**src/verilog/ex_pkg.sv**
```systemverilog
package ex_pkg;

    localparam int xlen    = 64;    // data and address width
    localparam int word_w  = 32;    // operand width of the *w instructions
    localparam int shamt_w = 6;     // enough to count 0..63

    typedef logic [xlen-1:0]    data_t;     // data, pc and jump targets
    typedef logic [xlen:0]      data_ext_t; // alu result plus sign or borrow bit
    typedef logic [shamt_w-1:0] shamt_t;

    typedef logic [2:0] alu_op_t;
    typedef logic [2:0] comp_type_t;
    typedef logic [1:0] shift_type_t;

    localparam alu_op_t alu_add = 3'd0;
    localparam alu_op_t alu_sub = 3'd1;
    localparam alu_op_t alu_and = 3'd2;
    localparam alu_op_t alu_or  = 3'd3;
    localparam alu_op_t alu_xor = 3'd4; // highest legal alu code

    localparam comp_type_t comp_eq  = 3'd0;
    localparam comp_type_t comp_ne  = 3'd1;
    localparam comp_type_t comp_lt  = 3'd2;
    localparam comp_type_t comp_ge  = 3'd3;
    localparam comp_type_t comp_ltu = 3'd4;
    localparam comp_type_t comp_geu = 3'd5; // highest legal compare code

    localparam shift_type_t shift_sll = 2'd0;
    localparam shift_type_t shift_srl = 2'd1;
    localparam shift_type_t shift_sra = 2'd2;

    // decoded control for one instruction in the execute stage
    typedef struct packed {
        logic        alu_src_pc;    // operand a is the pc
        logic        alu_src_imm;   // operand b is the immediate
        alu_op_t     alu_op;
        logic        inst_word;     // 32-bit variant, result sign-extended
        logic        inst_branch;   // conditional branch
        logic        inst_sltxx;    // slt, slti, sltu, sltiu
        comp_type_t  comp_type;
        logic        inst_shift;
        shift_type_t shift_type;
        logic        shift_num_src; // shift amount from imm_shift
    } ex_ctrl_t;

    // operands delivered by decode and the register file
    typedef struct packed {
        data_t  pc;
        data_t  rs1_data;
        data_t  rs2_data;
        data_t  imm_data;   // already sign-extended by decode
        shamt_t imm_shift;
    } ex_data_t;

    // what leaves the execute stage
    typedef struct packed {
        data_t jump_addr;
        data_t odata;
        logic  branch_taken;
    } ex_res_t;

endpackage

```
**src/verilog/ex_stage_reg.sv**
```systemverilog
`timescale 1ns/1ps

module ex_stage_reg (
    input  logic             clk,
    input  logic             rst_n,
    input  logic             stall,
    input  logic             flush,
    input  logic             in_valid,
    input  ex_pkg::ex_ctrl_t in_ctrl,
    input  ex_pkg::ex_data_t in_data,
    output logic             held_valid,
    output ex_pkg::ex_ctrl_t held_ctrl,
    output ex_pkg::ex_data_t held_data
);

    always_ff @(posedge clk or negedge rst_n) begin
        if (!rst_n) begin
            held_valid <= 1'b0;
            held_ctrl  <= '0;
            held_data  <= '0;
        end else if (flush) begin
            held_valid <= 1'b0;     // kills the instruction even while stalled
        end else if (!stall) begin
            held_valid <= in_valid;
            held_ctrl  <= in_ctrl;
            held_data  <= in_data;
        end
    end

    // a flushed instruction must not reach the next stage
    a_flush_kills: assert property (
        @(posedge clk) disable iff (!rst_n) flush |=> !held_valid
    ) else $error("ex_stage_reg: held_valid set the cycle after flush");

endmodule

```
**config.mk**
```make
export PLATFORM = sky130hd
export DESIGN_NAME = ex_stage_reg
export DESIGN_NICKNAME = d
export VERILOG_FILES = /design/src/verilog/ex_pkg.sv /design/src/verilog/ex_stage_reg.sv
export SDC_FILE = /design/constraint.sdc
export NUM_CORES = 1
export LEC_CHECK = 0
export BUFFER_PORTS_ARGS = -buffer_cell sky130_fd_sc_hd__buf_4
export CAP_MARGIN = 10
export CORE_AREA = 10 10 209 211
export CTS_CLUSTER_SIZE = 28
export DETAILED_ROUTE_END_ITERATION = 8
export DIE_AREA = 0 0 219 221
export SLEW_MARGIN = 20
export SYNTH_ARGS = -nofsm -noshare
export SYNTH_HDL_FRONTEND = slang
export SYNTH_SLANG_ARGS = --single-unit
```
**constraint.sdc**
```tcl
create_clock -name clk -period 1 [get_ports clk]
set_input_delay 0.1 -clock clk [delete_from_list [all_inputs] [get_ports clk]]
set_output_delay 0.1 -clock clk [all_outputs]
set_load 0.01 [all_outputs]
```
==> results_dict.tcl <==
set metrics [dict create \
    status "complete, but fails checks" \
    violations "setup timing" \
    globalplace.congestion 0.813 \
    die_h_um 221 \
    holdWs_ns 0.125 \
    io_buffers 559 \
    mappedNetlistNets 870 \
    core_area_um2 39500 \
    drive_above_1_share 0.626 \
    cts.path.max_buffers 3 \
    max_stage_delay_ns 0.43 \
    die_width_um 219 \
    start_kind "flip-flop" \
    routed_wl_mm 43.6 \
    min_period_ns 1.23 \
    hold_viol 0 \
    grt-ovfl-total 0 \
    ios 560 \
    worstSetupPathType "reg2out" \
    tns_ns -48.08 \
    grt_max_degree 45 \
    grt_pass1_vias 10308 \
    worstMarginPinSlew_ns 0.462 \
    synthCells 588 \
    worst_ep_required_time_ns 0.90 \
    hp-class "in2reg" \
    drtAntennaViolNets 0 \
    clkLatencyLatePin_ns 0.55 \
    grt_usage 0.171 \
    rsz0062_at_grt "true" \
    rrSetupSlack_ns -0.04 \
    seqPwrFrac 0.401 \
    setup_ws_ns -0.228 \
    comb_power_share 0.285 \
    area_growth_pct 105 \
    layout.nets 1848 \
    drtIter0Drc 331 \
    cts_sinks 278 \
    dpl.hpwl_mm 29.9 \
    start_util 0.262 \
    skew_ns 0 \
    path_cells "buf_6" \
    critical_path.max_fanout 2 \
    finalCritPeriodShare 1.23 \
    switching_share 0.261 \
    syn-cell-area_um2 10300 \
    die_area_um2 48400 \
    cts_tree "yes" \
    drtPass1Iterations 6 \
    ys_types 9 \
    clkTransAtPathRegs_ns 0.06 \
    p_int_uw 26300 \
    worst-path-buf-inv 1 \
    ys_seq_area_frac 0.673 \
    viasPerCell 4.25 \
    worstPathArrival_ns 1.13 \
    mostFrequentLayoutCells "buf_4, dlygate4sd3_1, buf_6" \
    dr_total_vias 8977 \
    grt_pass1_wl_mm 64.3 \
    max_freq_mhz 814 \
    ys_warn_count 0 \
    layout_commonest_cell "buf_4" \
    relSlewSlack 0.691 \
    root_buffer "clkbuf_16" \
    row_count 73 \
    synth_area_per_cell_um2 17.6 \
    routedWlPerCell_um 20.7 \
    slew_viol_final 0 \
    antenna_found_initial 2 \
    cap_violations 0 \
    p_leak_uw 0.00981 \
    setup_viol 297 \
    power_switching_uw 9270 \
    cts_made_buffers 31 \
    drc 0 \
    synth-seq-cells 278 \
    p_per_area_nw_per_um2 1680 \
    critPathCaptureType "primary output" \
    cp_slowest_cell "dfrtp_1" \
    ir_drop_mv 1.26 \
    path_delay_family "flip-flops" \
    htree_num_levels 1 \
    clkPwrFrac 0.314 \
]
-- metal layers --
| layer | global-route usage | wire, um | vias to the layer above |
|---|---|---|---|
| li1 | - | - | 4035 |
| met5 | 0 | 0 | - |
| met3 | 0.0408 | 3020 | 98 |
| met4 | 0.0778 | 1890 | 0 |
| met2 | 0.315 | 23700 | 363 |
| met1 | 0.178 | 15000 | 4481 |
-- sequential cells by signal, summed over array words and instances (netlist names) --
| name | count |
|---|---|
| held_data | 262 |
| held_valid | 1 |
| held_ctrl | 15 |
-- Yosys cell counts, drive strengths merged --
cell / n / share of area
dfrtp: 278 / 0.67
mux2: 277 / 0.30
mux2i: 1 / 0.00097
nor2: 2 / 0.0015
buf: 30 / 0.023
-- power groups by stage --
stage	clock network (uW)	logic, uW	registers, uW
2_1_floorplan	0	1860	14700
3_5_place_dp	0	7410	14100
5_1_grt	12000	10700	14400
3_3_place_gp	0	7310	14000
4_1_cts	11500	9680	14200
6_report	11200	10100	14300
-- final timing paths --
kind	startpoint	endpoint	cells past startpoint
min reg2reg	held_data[45]$_DFFE_PN0P_	held_data[45]$_DFFE_PN0P_	1
max	held_data[168]$_DFFE_PN0P_	held_data[168]	1
min in group asynchronous	rst_n	held_data[257]$_DFFE_PN0P_	3
max in group asynchronous	rst_n	held_data[8]$_DFFE_PN0P_	3
max reg2reg	held_data[64]$_DFFE_PN0P_	held_data[64]$_DFFE_PN0P_	3
min	stall	held_data[143]$_DFFE_PN0P_	4
-- logic make-up after synthesis --
logic type | count (synthesis) | share of synthesized area
multiplexers | 278 | 0.303
buffers and inverters | 30 | 0.0226
flip-flops | 278 | 0.673
AND/OR/NAND/NOR | 2 | 0.00145
-- through the flow --
step / util / std cells / power, uW / area, um^2 / setup WS, ns
floorplan: - / 588 / 16600 / 10400 / -0.0159
global placement: 0.396 / 1693 / 21300 / 15600 / -0.279
detailed placement: 0.396 / 1693 / 21500 / 15600 / -0.313
CTS: 0.526 / 2062 / 35300 / 20800 / -0.273
global route: 0.536 / 2113 / 37100 / 21100 / -0.278
finish: 0.536 / 2113 / 35500 / 21100 / -0.228
-- what timing repair did --
action / in CTS / in global routing
endpoints found under the hold margin: 556 / 3
pin swaps: 0 / 0
gates cloned: 0 / 0
buffers inserted: 35 / 47
resized for setup: 278 / 4
hold buffers: 282 / 2
endpoints found under the setup margin: 278 / 286
-- area by class of cell --
type	count	area (um^2)
antenna	3	7.51
clock buffer	47	916
clock inverter	5	78.8
fill	3064	18300
multi-input combinational	280	3190
sequential	278	6960
tap	525	657
timing repair buffer	975	9340
No activity file was read; power rests on OpenSTA's default activity.
